[src/design/board_settings.svh]
`ifndef BOARD_SETTINGS_SVH
`define BOARD_SETTINGS_SVH

//------------------------------------------------------------
// Board resources
//------------------------------------------------------------

`define BOARD_CLK_MHZ   50      // Onboard oscillator
`define BOARD_W_KEY     2       // Push buttons, active low on the board
`define BOARD_W_SW      4       // Slide switches, top one is reset
`define BOARD_W_LED     8       // Level bar LEDs

//------------------------------------------------------------
// Audio word widths
//------------------------------------------------------------

`define MIC_SAMPLE_W    24      // INMP441 data word
`define SOUND_W         16      // Word sent to the DAC

//------------------------------------------------------------
// I2S timing
//------------------------------------------------------------

// Half periods in system clocks, small values keep simulation short
`define MIC_SCK_DIV     4
`define AUD_BCLK_DIV    4

`define I2S_SLOT_BITS   32      // Bit clocks per channel slot

`endif

[src/design/board_pkg.sv]
`include "board_settings.svh"

package board_pkg;

    //------------------------------------------------------------
    // Audio path
    //------------------------------------------------------------

    // Raw microphone word, two's complement
    typedef logic signed [`MIC_SAMPLE_W - 1:0] mic_sample_t;

    typedef logic signed [`SOUND_W - 1:0]      sound_t;         // DAC word

    //------------------------------------------------------------
    // Lab controls and indicators
    //------------------------------------------------------------

    typedef logic        [`BOARD_W_LED - 1:0]  led_bar_t;       // Thermometer bar

    // Right shift amount, all switches except the reset one
    typedef logic        [`BOARD_W_SW - 2:0]   atten_t;

endpackage

[src/design/inmp441_mic_i2s_receiver.sv]
`timescale 1ns/1ps

`include "board_settings.svh"

module inmp441_mic_i2s_receiver
#(
    parameter int clk_mhz = `BOARD_CLK_MHZ
)
(
    input  logic                   clk,
    input  logic                   rst,
    output logic                   sck,
    output logic                   ws,
    output logic                   lr,
    input  logic                   sd,
    output board_pkg::mic_sample_t sample,
    output logic                   sample_req,
    input  logic                   sample_ack
);

    import board_pkg::*;

    localparam int div_w    = $clog2(`MIC_SCK_DIV + 1);
    localparam int cnt_w    = $clog2(2 * `I2S_SLOT_BITS);     // Bit clocks per frame
    localparam int data_w   = $bits(mic_sample_t);
    localparam int frame_hz = clk_mhz * 1_000_000 / (4 * `MIC_SCK_DIV * `I2S_SLOT_BITS);

    logic [div_w - 1:0] div_cnt;
    logic               div_end;
    logic               sck_rise;
    logic               sck_fall;
    logic [cnt_w - 1:0] bit_cnt;        // Position in frame, MSB is ws
    logic               capture;
    mic_sample_t        shift_reg;
    logic               word_done;      // Last data bit just shifted in
    logic               ack_wait;       // Req dropped, waiting for ack low
    logic               overrun;        // Sticky, a word was lost

    // Mic stops outputting below its minimum frame rate
    if (frame_hz < 4_000)
    begin : g_rate_check
        $error("Microphone frame rate below sensor minimum");
    end

    //------------------------------------------------------------
    // Bit clock and word select
    //------------------------------------------------------------

    assign div_end  = (div_cnt == div_w'(`MIC_SCK_DIV - 1));
    assign sck_rise = div_end & ~sck;
    assign sck_fall = div_end &  sck;

    always_ff @(posedge clk or posedge rst)
    begin
        if (rst)
        begin
            div_cnt <= '0;
            sck     <= 1'b0;
            bit_cnt <= '1;                              // ws high until first frame
        end
        else
        begin
            div_cnt <= div_end ? '0 : div_cnt + 1'b1;
            if (div_end)
                sck <= ~sck;
            if (sck_fall)
                bit_cnt <= bit_cnt + 1'b1;              // ws moves on falling sck
        end
    end

    assign ws = bit_cnt[cnt_w - 1];                     // Low during left slot
    assign lr = 1'b0;                                   // Sensor drives left slot

    //------------------------------------------------------------
    // Left slot capture, one bit clock after ws falls
    //------------------------------------------------------------

    assign capture = sck_rise & ~ws & (bit_cnt >= cnt_w'(1)) & (bit_cnt <= cnt_w'(data_w));

    always_ff @(posedge clk)
    begin
        if (capture)
            shift_reg <= {shift_reg[data_w - 2:0], sd};  // MSB first
    end

    always_ff @(posedge clk or posedge rst)
    begin
        if (rst)
            word_done <= 1'b0;
        else
            word_done <= sck_rise & ~ws & (bit_cnt == cnt_w'(data_w));
    end

    //------------------------------------------------------------
    // Four phase handshake toward the lab
    //------------------------------------------------------------

    always_ff @(posedge clk or posedge rst)
    begin
        if (rst)
        begin
            sample_req <= 1'b0;
            ack_wait   <= 1'b0;
            overrun    <= 1'b0;
        end
        else
        begin
            if (sample_req)
            begin
                if (sample_ack)
                begin
                    sample_req <= 1'b0;
                    ack_wait   <= 1'b1;
                end
            end
            else if (ack_wait)
            begin
                if (!sample_ack)
                    ack_wait <= 1'b0;                   // Ready for next word
            end
            else if (word_done)
                sample_req <= 1'b1;

            if (word_done && (sample_req || ack_wait))
                overrun <= 1'b1;                        // New word dropped
        end
    end

    always_ff @(posedge clk)
    begin
        if (word_done && !sample_req && !ack_wait)
            sample <= shift_reg;                        // Same edge as req rise
    end

    // Lab sees one value for the whole request
    assert property (@(posedge clk) disable iff (rst)
        sample_req |=> !sample_req || $stable(sample));

    // No withdrawal of a request the lab has not taken
    assert property (@(posedge clk) disable iff (rst)
        sample_req && !sample_ack |=> sample_req);

    assert property (@(posedge clk) disable iff (rst) !overrun);

endmodule

[src/design/sound_level_lab.sv]
`timescale 1ns/1ps

`include "board_settings.svh"

module sound_level_lab
(
    input  logic                      clk,
    input  logic                      rst,
    input  logic [`BOARD_W_KEY - 1:0] key,
    input  board_pkg::atten_t         sw,
    input  board_pkg::mic_sample_t    sample,
    input  logic                      sample_req,
    output logic                      sample_ack,
    output board_pkg::sound_t         sound,
    output board_pkg::led_bar_t       level
);

    import board_pkg::*;

    localparam int sound_w = $bits(sound_t);
    localparam int led_w   = $bits(led_bar_t);

    // LED 0 threshold exponent, top LED sits at the sign bit
    localparam int level_base = sound_w - led_w;

    localparam sound_t sound_min = {1'b1, {(sound_w - 1){1'b0}}};
    localparam sound_t sound_max = {1'b0, {(sound_w - 1){1'b1}}};

    sound_t               upper;        // Top bits of the mic word
    sound_t               scaled;
    sound_t               next_sound;
    logic [sound_w - 1:0] magnitude;
    led_bar_t             next_level;
    logic                 accept;

    //------------------------------------------------------------
    // Attenuation and mute
    //------------------------------------------------------------

    assign upper      = sample[$bits(mic_sample_t) - 1 -: sound_w];
    assign scaled     = upper >>> sw;                   // Sign kept while dividing
    assign next_sound = key[0] ? '0 : scaled;           // Key 0 pressed mutes

    //------------------------------------------------------------
    // Level bar
    //------------------------------------------------------------

    always_comb
    begin
        if (!next_sound[sound_w - 1])
            magnitude = next_sound;
        else if (next_sound == sound_min)
            magnitude = sound_max;                      // No positive twin
        else
            magnitude = -next_sound;
    end

    // LED k lit from 2**(k + level_base) up
    always_comb
    begin
        for (int k = 0; k < led_w; k++)
            next_level[k] = (int'(magnitude) >= (1 << (k + level_base)));
    end

    //------------------------------------------------------------
    // Handshake and output registers
    //------------------------------------------------------------

    assign accept = sample_req & ~sample_ack;

    always_ff @(posedge clk or posedge rst)
    begin
        if (rst)
        begin
            sample_ack <= 1'b0;
            sound      <= '0;
            level      <= '0;
        end
        else
        begin
            if (accept)
            begin
                sample_ack <= 1'b1;
                sound      <= next_sound;               // Same edge as ack
                level      <= next_level;
            end
            else if (!sample_req)
                sample_ack <= 1'b0;                     // Closes the cycle
        end
    end

    // Ack only answers a live request
    assert property (@(posedge clk) disable iff (rst)
        !sample_req && !sample_ack |=> !sample_ack);

endmodule

[src/design/i2s_audio_out.sv]
`timescale 1ns/1ps

`include "board_settings.svh"

module i2s_audio_out
#(
    parameter int clk_mhz = `BOARD_CLK_MHZ
)
(
    input  logic              clk,
    input  logic              rst,
    input  board_pkg::sound_t data_in,
    output logic              mclk,
    output logic              bclk,
    output logic              lrclk,
    output logic              sdata
);

    import board_pkg::*;

    localparam int div_w    = $clog2(`AUD_BCLK_DIV + 1);
    localparam int cnt_w    = $clog2(2 * `I2S_SLOT_BITS);
    localparam int lrclk_hz = clk_mhz * 1_000_000 / (4 * `AUD_BCLK_DIV * `I2S_SLOT_BITS);

    logic [div_w - 1:0] div_cnt;
    logic               div_end;
    logic               bclk_fall;
    logic [cnt_w - 1:0] bit_cnt;
    logic [cnt_w - 1:0] next_cnt;
    logic               slot_start;     // lrclk edge on this bclk fall
    sound_t             word;           // Left word, replayed on the right
    sound_t             shift_reg;

    if (lrclk_hz < 8_000)
    begin : g_rate_check
        $error("DAC frame rate below supported range");
    end

    //------------------------------------------------------------
    // Clocks
    //------------------------------------------------------------

    assign div_end   = (div_cnt == div_w'(`AUD_BCLK_DIV - 1));
    assign bclk_fall = div_end & bclk;

    always_ff @(posedge clk or posedge rst)
    begin
        if (rst)
        begin
            mclk    <= 1'b0;
            div_cnt <= '0;
            bclk    <= 1'b0;
            bit_cnt <= '0;
        end
        else
        begin
            mclk    <= ~mclk;                           // clk / 2
            div_cnt <= div_end ? '0 : div_cnt + 1'b1;
            if (div_end)
                bclk <= ~bclk;
            if (bclk_fall)
                bit_cnt <= next_cnt;
        end
    end

    assign next_cnt   = bit_cnt + 1'b1;
    assign slot_start = (next_cnt[cnt_w - 2:0] == '0);
    assign lrclk      = bit_cnt[cnt_w - 1];             // Low for left slot

    //------------------------------------------------------------
    // Serializer
    //------------------------------------------------------------

    always_ff @(posedge clk or posedge rst)
    begin
        if (rst)
        begin
            word      <= '0;
            shift_reg <= '0;
            sdata     <= 1'b0;
        end
        else if (bclk_fall)
        begin
            if (slot_start)
            begin
                sdata <= 1'b0;                          // One bclk delay slot
                if (!next_cnt[cnt_w - 1])
                begin
                    word      <= data_in;               // Sample at left start
                    shift_reg <= data_in;
                end
                else
                    shift_reg <= word;
            end
            else
            begin
                sdata     <= shift_reg[$bits(sound_t) - 1];
                shift_reg <= shift_reg << 1;            // Zeros pad the slot
            end
        end
    end

    // DAC expects word select to move on the falling bit clock
    assert property (@(posedge clk) disable iff (rst)
        $changed(lrclk) |-> $fell(bclk));

endmodule

[src/design/board_specific_top.sv]
`timescale 1ns/1ps

`include "board_settings.svh"

module board_specific_top
#(
    parameter int clk_mhz = `BOARD_CLK_MHZ
)
(
    input  logic                      clk,

    input  logic [`BOARD_W_KEY - 1:0] key,      // Active low buttons
    input  logic [`BOARD_W_SW  - 1:0] sw,
    output logic [`BOARD_W_LED - 1:0] led,

    output logic                      mic_sck,
    output logic                      mic_ws,
    output logic                      mic_lr,
    output logic                      mic_gnd,
    output logic                      mic_vcc,
    input  logic                      mic_sd,

    output logic                      aud_mclk,
    output logic                      aud_bclk,
    output logic                      aud_lrclk,
    output logic                      aud_sdata
);

    import board_pkg::*;

    localparam int w_lab_sw = `BOARD_W_SW - 1;      // Top switch taken for reset

    logic                      rst;
    logic [`BOARD_W_KEY - 1:0] lab_key;
    atten_t                    lab_sw;

    mic_sample_t               sample;
    logic                      sample_req;
    logic                      sample_ack;
    sound_t                    sound;
    led_bar_t                  level;

    //------------------------------------------------------------
    // Board controls
    //------------------------------------------------------------

    assign rst     = sw[w_lab_sw];
    assign lab_sw  = sw[w_lab_sw - 1:0];
    assign lab_key = ~key;                          // Pressed reads as 1

    // Registered so the LEDs see no decode glitches
    always_ff @(posedge clk or posedge rst)
    begin
        if (rst)
            led <= '0;
        else
            led <= level;
    end

    //------------------------------------------------------------
    // Microphone, powered from header pins
    //------------------------------------------------------------

    assign mic_gnd = 1'b0;
    assign mic_vcc = 1'b1;

    inmp441_mic_i2s_receiver #(.clk_mhz (clk_mhz)) i_microphone
    (
        .clk        (clk),
        .rst        (rst),
        .sck        (mic_sck),
        .ws         (mic_ws),
        .lr         (mic_lr),
        .sd         (mic_sd),
        .sample     (sample),
        .sample_req (sample_req),
        .sample_ack (sample_ack)
    );

    //------------------------------------------------------------
    // Lab core and DAC
    //------------------------------------------------------------

    sound_level_lab i_lab
    (
        .clk        (clk),
        .rst        (rst),
        .key        (lab_key),
        .sw         (lab_sw),
        .sample     (sample),
        .sample_req (sample_req),
        .sample_ack (sample_ack),
        .sound      (sound),
        .level      (level)
    );

    i2s_audio_out #(.clk_mhz (clk_mhz)) o_audio
    (
        .clk     (clk),
        .rst     (rst),
        .data_in (sound),
        .mclk    (aud_mclk),
        .bclk    (aud_bclk),
        .lrclk   (aud_lrclk),
        .sdata   (aud_sdata)
    );

endmodule

[config.mk]
export PLATFORM = sky130hd
export DESIGN_NAME = board_specific_top
export DESIGN_NICKNAME = d
export VERILOG_FILES = /design/src/design/board_pkg.sv /design/src/design/inmp441_mic_i2s_receiver.sv /design/src/design/sound_level_lab.sv /design/src/design/i2s_audio_out.sv /design/src/design/board_specific_top.sv
export VERILOG_INCLUDE_DIRS = /design/src /design/src/design
export SDC_FILE = /design/constraint.sdc
export NUM_CORES = 1
export LEC_CHECK = 0
export ABC_AREA = 1
export BUFFER_PORTS_ARGS = -buffer_cell sky130_fd_sc_hd__buf_4
export CORE_MARGIN = 1.5
export CORE_UTILIZATION = 50
export CTS_CLUSTER_SIZE = 16
export DETAILED_ROUTE_END_ITERATION = 8
export HOLD_SLACK_MARGIN = 0.06
export PLACE_DENSITY = 0.67
export SYNTH_ARGS = -nofsm -noshare
export SYNTH_HDL_FRONTEND = slang
export SYNTH_SLANG_ARGS = --single-unit
[constraint.sdc]
create_clock -name clk -period 3.8 [get_ports clk]
set_clock_uncertainty 0.2 [all_clocks]
set_input_delay 0.38 -clock clk [delete_from_list [all_inputs] [get_ports clk]]
set_output_delay 0.38 -clock clk [all_outputs]
set_load 0.01 [all_outputs]
==> results of run 1 <==
-- worst max-delay path, cell delays in order, from the launching register on --
cell	delay [ps]
dfrtp_1	340
ha_1	160
nand2_1	70
nor2_1	80
buf_4	270
inv_1	230
nor2_1	520
buf_4	310
o211ai_1	150
o221ai_1	100
-- through the flow --
| stage | setup WS [ps] | hold WS (ps) | util |
|---|---|---|---|
| global placement | 1050 | 160 | 0.540 |
| global route | 1000 | 194 | 0.599 |
| detailed placement | 1020 | 166 | 0.540 |
| finish | 1270 | 176 | 0.599 |
| CTS | 1230 | 174 | 0.599 |
| floorplan | 448 | 147 | - |
-- area by class of cell --
type	instances	area [sq um]	share of cell area
repair buffers	29	223	0.0321
inverters	72	274	0.0395
multi-input cells	407	2130	0.307
flip-flops and latches	130	3460	0.499
clock buffers	20	500	0.0722
well taps	143	179	0.0258
clock inverters	12	168	0.0242
-- cells by family (layout without fill, tap and decap cells) --
kind of cell | Yosys count | after routing
AND/OR/NAND/NOR | 301 | 301
flip-flops | 130 | 130
buffers and inverters | 99 | 133
AO/OA/AOI/OAI | 83 | 83
XOR/XNOR | 11 | 11
adder cells (fa/ha/maj) | 9 | 9
other | 2 | 3
-- worst min path at each step --
stage               slack (ps)               end  cells past startpoint
floorplan                  150            led[2]                      0
global placement           160  i_lab.sample_ack                      0
detailed placement         170  i_lab.sample_ack                      0
CTS                        170    i_lab.sound[7]                      3
global route               190    i_lab.sound[3]                      3
finish                     180    i_lab.sound[7]                      3
-- what timing repair did --
| item | CTS | global route |
|---|---|---|
| endpoints found under the hold margin | 44 | 0 |
| resized for setup | 0 | 0 |
| hold buffers | 2 | 0 |
| endpoints found under the setup margin | 0 | 0 |
-- Yosys cell counts, types with 6 or more instances --
cell type / instances / area share
nand3_1: 54 / 0.045
edfxtp_1: 40 / 0.20
o221ai_1: 15 / 0.022
dfrtp_1: 84 / 0.35
o21ai_0: 52 / 0.043
ha_1: 9 / 0.019
nand3_2: 14 / 0.023
nand2_2: 16 / 0.017
nor2_1: 39 / 0.024
nand2_1: 165 / 0.10
xor2_1: 9 / 0.013
inv_1: 70 / 0.044
clkbuf_1: 14 / 0.0088
a21oi_1: 6 / 0.0050
dfstp_2: 6 / 0.026
-- power by group --
group	total (uW)	internal, uW	switching, uW
combinational	152	43.7	108
sequential	1440	1440	0
clock	1790	1210	581
-- metal layers --
| metal | global-route usage | up-vias | part of all wire |
|---|---|---|---|
| met5 | 0 | - | 0 |
| met4 | 0.0658 | 0 | 0.011 |
| met3 | 0.0454 | 9 | 0.027 |
| met2 | 0.297 | 60 | 0.48 |
| met1 | 0.230 | 1975 | 0.48 |
| li1 | - | 2121 | - |
==> results.md, run 1 <==
- Placed wire-length estimate: between 7 and 8 mm
- Measured slew at the worst slew-check pin: 834 ps
- CP Data Arrival Time: 2650 ps
- Starting density of the core: 0.518
- Placed cell area: 6240 sq um
- CTS tree: built
- Hold_sp: key[0]
- Die Footprint: 12,600 sq um
- Area Growth Syn to Fin: 15.8%
- Total setup buffers inserted after CTS: 0
- Simple logic cell fraction of the synthesized area: 0.231
- Yosys reg bits: 130
- WL per Instance: 12.8 microns
- Core Area: 11,600 sq um
- Adder-Cell Fraction of Synth Area: 0.0188
- Fmax: 395 MHz
- Tot GR Track Use: 0.179
- Commonest non-fill, non-tap cells in the layout: 165 x nand2_1, 84 x dfrtp_1, 69 x inv_1
- Final Max Tran Viols: 0
- Yosys warning total: 0
- Clock buffer count from CTS: 17
- FF-to-FF setup slack: 1270 ps
- Vias per std cell: 5.12
- Reg2Reg Depth: 9
- Routed WL: 10.4 mm
- Outcome: finished, violations left
- Clock slew at reported path FFs: roughly 60 ps
- Mux cell area share after synthesis: 0
- Synth unique cells: 38
- Period minus WS final: 2530 ps
- Grt ovf: 0
- Post-synth EDFFs: 40
- Synth async-reset ratio: 0.692
- Slew HR: 0.443
- Top Ports: 25
- Commonest non-fill, non-tap cell in the layout: nand2_1
- Seq/Total Area, Yosys: 0.578
- Avg Synthesized Cell Area: approximately 9.4 sq um
- Number of H-tree levels: 4
- Critical path required time: 3920 ps
- Final Net Count: 674
- Die X-Extent: 112 microns
- N_diodes: 0
- Dominant synthesized flop cell: dfrtp_1
- Failing checks: design-rule violations
- Nature of the critical path endpoint: flip-flop
- Crit start category: flip-flop
- Layout cells sized above 1: 0.164
- Largest family of logic cells by synthesized area: simple AND/OR/NAND/NOR gates
- Finished Cell Area: 6930 sq um
- Post-route ant nets: 0
- Max-cap viol count: 0
- Vias in the first global route: roughly 4,000
- VDD IR max: 682 uV
- RSZ-0062 raised after global routing: no
- End of the worst register-to-register path: o_audio.shift_reg[6]
- Die Height: 112 microns
- CTS sink count: 130
- Max FO, Critical Path: 24
- Pre-antenna DRT Iters: 7
- DRT iter0 DRCs: between 200 and 250
- Clock latency on the worst-skew pair: 410 ps
- CP Class: flip-flop to flip-flop
- Leak pwr: 0.00333 uW
- Fill count: approximately 1,000
- Post-Syn Instances: 635
- Period utilisation layout: 0.666
- Vias: 4,165
- Setup TNS: 0 ps
- Max reg flops: 24
- Routability cong.: 0.872
- First-pass GRT wire length: around 18 mm
- DRC: 1
- Synth Area in Compound Gates: 0.0830
- Input/output buffers: 20
- Max clock buf depth: 2
- Xor/xnor share of the synthesized area: 0.0161
- Antenna violations before repair: 0
- Power per Cell Area: ~500 nW/um^2
- Crit path capture: o_audio.shift_reg[6]
- Largest net degree at the start of global routing: 46
- Synth Cell Area: 5990 sq um
- Placed cell count: 779
- Endpoints failing setup: 0
- Fin cells: between 800 and 900
- Hold Fails Final Rpt: 0
- RR Startpoint: o_audio.div_cnt[0]
- Tot Pwr: 3380 uW
- Tightest Hold Check Type: input port to flip-flop
- Clk root buf: clkbuf_16
- Crit. Startpoint: o_audio.div_cnt[0]
- Row Count: 39
(Power assumes the default switching activity.)
==> inputs of run 2 (changes only) <==
--- a/config.mk
+++ b/config.mk
@@ -6,7 +6,7 @@
 export SDC_FILE = /design/constraint.sdc
 export NUM_CORES = 1
 export LEC_CHECK = 0
-export ABC_AREA = 1
+export ABC_AREA = 0
 export BUFFER_PORTS_ARGS = -buffer_cell sky130_fd_sc_hd__buf_4
 export CORE_MARGIN = 1.5
 export CORE_UTILIZATION = 50
==> constraint.sdc (replaced) <==
create_clock -name clk -period 2.4 [get_ports clk]
set_clock_uncertainty 0.2 [all_clocks]
set_input_delay 0.24 -clock clk [delete_from_list [all_inputs] [get_ports clk]]
set_output_delay 0.24 -clock clk [all_outputs]
set_load 0.01 [all_outputs]
==> run 2 against run 1 <==
Against the previous run:
- the flow finishes with violations (negative setup slack)
- total power is 45% higher
- clock-buffer cell count is 6 higher
- first-iteration DRC count is 8.7% higher
- largest power group unchanged
- sequential cell count stayed put
- via count is 6.3% lower
- die area is 0.89% higher
==> results.md, run 2 <==
- Input/output buffers: 20 (unchanged)
- Failing checks: negative setup slack
- Period utilisation layout: 1.10 (+0.435)
- Die Footprint: 12,800 sq um (+0.89%)
- Tightest Hold Check Type: input port to flip-flop
- Dominant synthesized flop cell: dfrtp_1
- Delay-heaviest family, CP: compound AO/OA/AOI/OAI gates
- Top Ports: 25 (unchanged)
- Slew HR: 0.359 (-0.0842)
- FF-to-FF setup slack: -240 ps (-1510 ps)
- Final Max Tran Viols: 0 (unchanged)
- Cells along the critical path: mux4_2, nor2_2, buf_4, a211oi_2, a211o_1, or4_4, o211ai_4, a21oi_4, a31oi_1
- Vias per std cell: 5.29 (+3.2%)
- Synth async-reset ratio: 0.692 (unchanged)
- VDD IR max: 531 uV (-22%)
- Tot GR Track Use: 0.196 (+0.0168)
- Max-cap viol count: 0 (unchanged)
- DRC: 0 (-1)
- Yosys reg bits: 130 (unchanged)
- Fmax: 378 MHz (-4.2%)
- Clock slew at reported path FFs: 50 ps (about the same)
- Seq/Total Area, Yosys: 0.573 (-0.00527)
- Post-synth top area share: 0.348 (-0.00320)
- Hold path depth: 4 (+1)
- Max FO, Critical Path: 5 (-79%)
- Synth top area cells: dfrtp_1 35%, edfxtp_1 20%, mux2i_1 5.6%, nand2_1 3.2%, o21ai_0 2.7%
- Commonest non-fill, non-tap cell in the layout: buf_4
- Routability cong.: 0.898 (+3.0%)
- Vias in the first global route: 4,087 (-0.41%)
- Leak pwr: 0.00331 uW (-0.66%)
- Post-synth EDFFs: 40 (unchanged)
- CTS tree: built
- Period minus WS final: 2640 ps (+111 ps)
- CP Data Arrival Time: 2780 ps (+130 ps)
- Crit start category: flip-flop
- Die X-Extent: 113 microns (+0.44%)
- Endpoints failing setup: 8 (+8)
- CP Class: flip-flop to flip-flop
- Die Height: 113 microns (+0.44%)
- WL per Instance: 15.5 microns (+21%)
- Measured slew at the worst slew-check pin: 959 ps (+125 ps)
- Nature of the critical path endpoint: flip-flop
- CP max stage cell: mux4_2
- Vias: 3,902 (-6.3%)
- End of the worst register-to-register path: i_lab.level[1]
- Tot Pwr: 4920 uW (+45%)
- Number of H-tree levels: 4 (unchanged)
- Outcome: finished, violations left
- Fin util: 0.646 (+0.0463)
- Final Net Count: 600 (-11%)
- Hold Fails Final Rpt: 0 (unchanged)
- Most frequent cell after synthesis: dfrtp_1
- CTS sink count: 130 (unchanged)
- Area Growth Syn to Fin: 24.1%
- Footprint of the multi-input gates: 2510 sq um (+18%)
- RSZ-0062 raised after global routing: yes
- Routed WL: 11.4 mm (+10%)
- Avg Synthesized Cell Area: 12.1 sq um (+29%)
- DRT iter0 DRCs: 225 (+8.7%)
- First-pass GRT wire length: 19.3 mm (+5.7%)
- N_diodes: 0 (unchanged)
- Clk root buf: clkbuf_16
- Critical path required time: 2530 ps (-1390 ps)
- Max clock buf depth: 2 (unchanged)
- Fill count: 876 (-12%)
- Clock latency on the worst-skew pair: 420 ps (about the same)
- Max reg flops: 24 (unchanged)
- Power per Cell Area: 656 nW/um^2 (+34%)
- Synth top cells by count: 84 x dfrtp_1, 51 x nand2_1, 40 x edfxtp_1
- Placed wire-length estimate: 7.76 mm (+9.7%)
- RR Startpoint: i_microphone.sample[18]
- Largest net degree at the start of global routing: 43 (-6.5%)
- Reg2Reg Depth: 9 (unchanged)
- Yosys warning total: 0 (unchanged)
- Synth Cell Area: 6040 sq um (+0.92%)
- Layout cells sized above 1: 0.296 (+0.132)
- Post-route ant nets: 0 (unchanged)
- Antenna violations before repair: 0 (unchanged)
- Synth area leader: dfrtp_1
- Max incr delay on CP: 530 ps (about the same)
- Hold EP: i_lab.level[2]
- Post-Syn Instances: 498 (-22%)
- Setup WS post-layout: -242 ps (-1510 ps)
- Reg area: 3460 sq um (unchanged)
- Hold_sp: key[0]
- Starting density of the core: 0.520 (+0.00257)
- Commonest non-fill, non-tap cells in the layout: 86 x buf_4, 84 x dfrtp_1, 51 x nand2_1
- Synth unique cells: 63 (+66%)
- Clock buffer count from CTS: 17 (unchanged)
- WP buf/inv: 1 (-2)
- Pre-antenna DRT Iters: 6 (-1)
- Core Area: 11,600 sq um (+0.42%)
- Grt ovf: 0 (unchanged)
- Row Count: 39 (unchanged)
-- run 2: cell count changes in the layout (fill, tap and decap cells not counted), moves of 14 or more --
cell / delta
a21oi_1: +20
inv_1: -60
nand2_2: -16
o21ai_0: -21
mux2i_1: +31
nand3_1: -49
buf_4: +59
o221ai_1: -14
nand2_1: -114
-- run 2: report_power, final --
group	switching, uW	internal [uW]	leakage [uW]
Sequential	0.768	2280	0.00145
Combinational	152	132	0.00160
Clock	885	1470	0.000258
-- run 2: cell families after synthesis --
logic type,synth area share
flops,0.573
mux,0.127
xor+xnor,0.0275
other cells,0.00124
simple gates,0.106
fa+ha+maj,0.0203
buf+inv,0.0335
compound gates,0.111
-- run 2: metal layers --
layer,GRT usage,routed length (microns),up-vias
met3,0.0482,287,15
met1,0.252,5410,1886
met2,0.316,5510,52
met4,0.0917,214,0
li1,-,-,1949
met5,0,0,-
-- run 2: metrics by stage --
stage | instances | hold WS (ps) | setup WS [ps] | instance area (sq um) | TNS [ps]
floorplan | 499 | 139 | -17.0 | 6070 | -51.9
global placement | 693 | 164 | -193 | 6750 | -1090
detailed placement | 693 | 164 | -252 | 6750 | -1490
CTS | 734 | 83.5 | -169 | 7410 | -802
global route | 738 | 105 | -321 | 7500 | -1960
finish | 738 | 99.5 | -242 | 7500 | -1270
-- run 2: how the worst max path moves through the flow --
stage                     end                    start  slack, ps  depth (start not counted)
5_1_grt        i_lab.level[0]  i_microphone.sample[16]       -320                          9
2_1_floorplan  i_lab.level[0]  i_microphone.sample[21]        -20                          8
3_5_place_dp   i_lab.level[2]                    sw[1]       -250                          9
6_report       i_lab.level[1]  i_microphone.sample[18]       -240                          9
3_3_place_gp   i_lab.level[1]                    sw[1]       -190                          9
4_1_cts        i_lab.level[2]  i_microphone.sample[21]       -170                          8
-- run 2: timing repair --
action | 4_1_cts | 5_1_grt
hold buffers | 2 | 0
gates resized for setup | 11 | 8
pin swaps | 4 | 3
buffers inserted | 8 | 4
endpoints found under the hold margin | 34 | 0
endpoints found under the setup margin | 8 | 8
-- run 2: worst reg2reg max path: stages, from the launching register on --
cell and delay, ps:
edfxtp_1 450, mux4_2 530, nor2_2 120, buf_4 120, a211oi_2 40, a211o_1 290, or4_4 450, o211ai_4 120
a21oi_4 70, a31oi_1 180
-- run 2: final cells by class --
type | instances | share of cell area
clock buffer | 26 | 0.0639
tap | 143 | 0.0239
multi-input combinational | 330 | 0.335
inverter | 10 | 0.00551
clock inverter | 5 | 0.00751
sequential | 130 | 0.462
timing repair buffer | 94 | 0.102
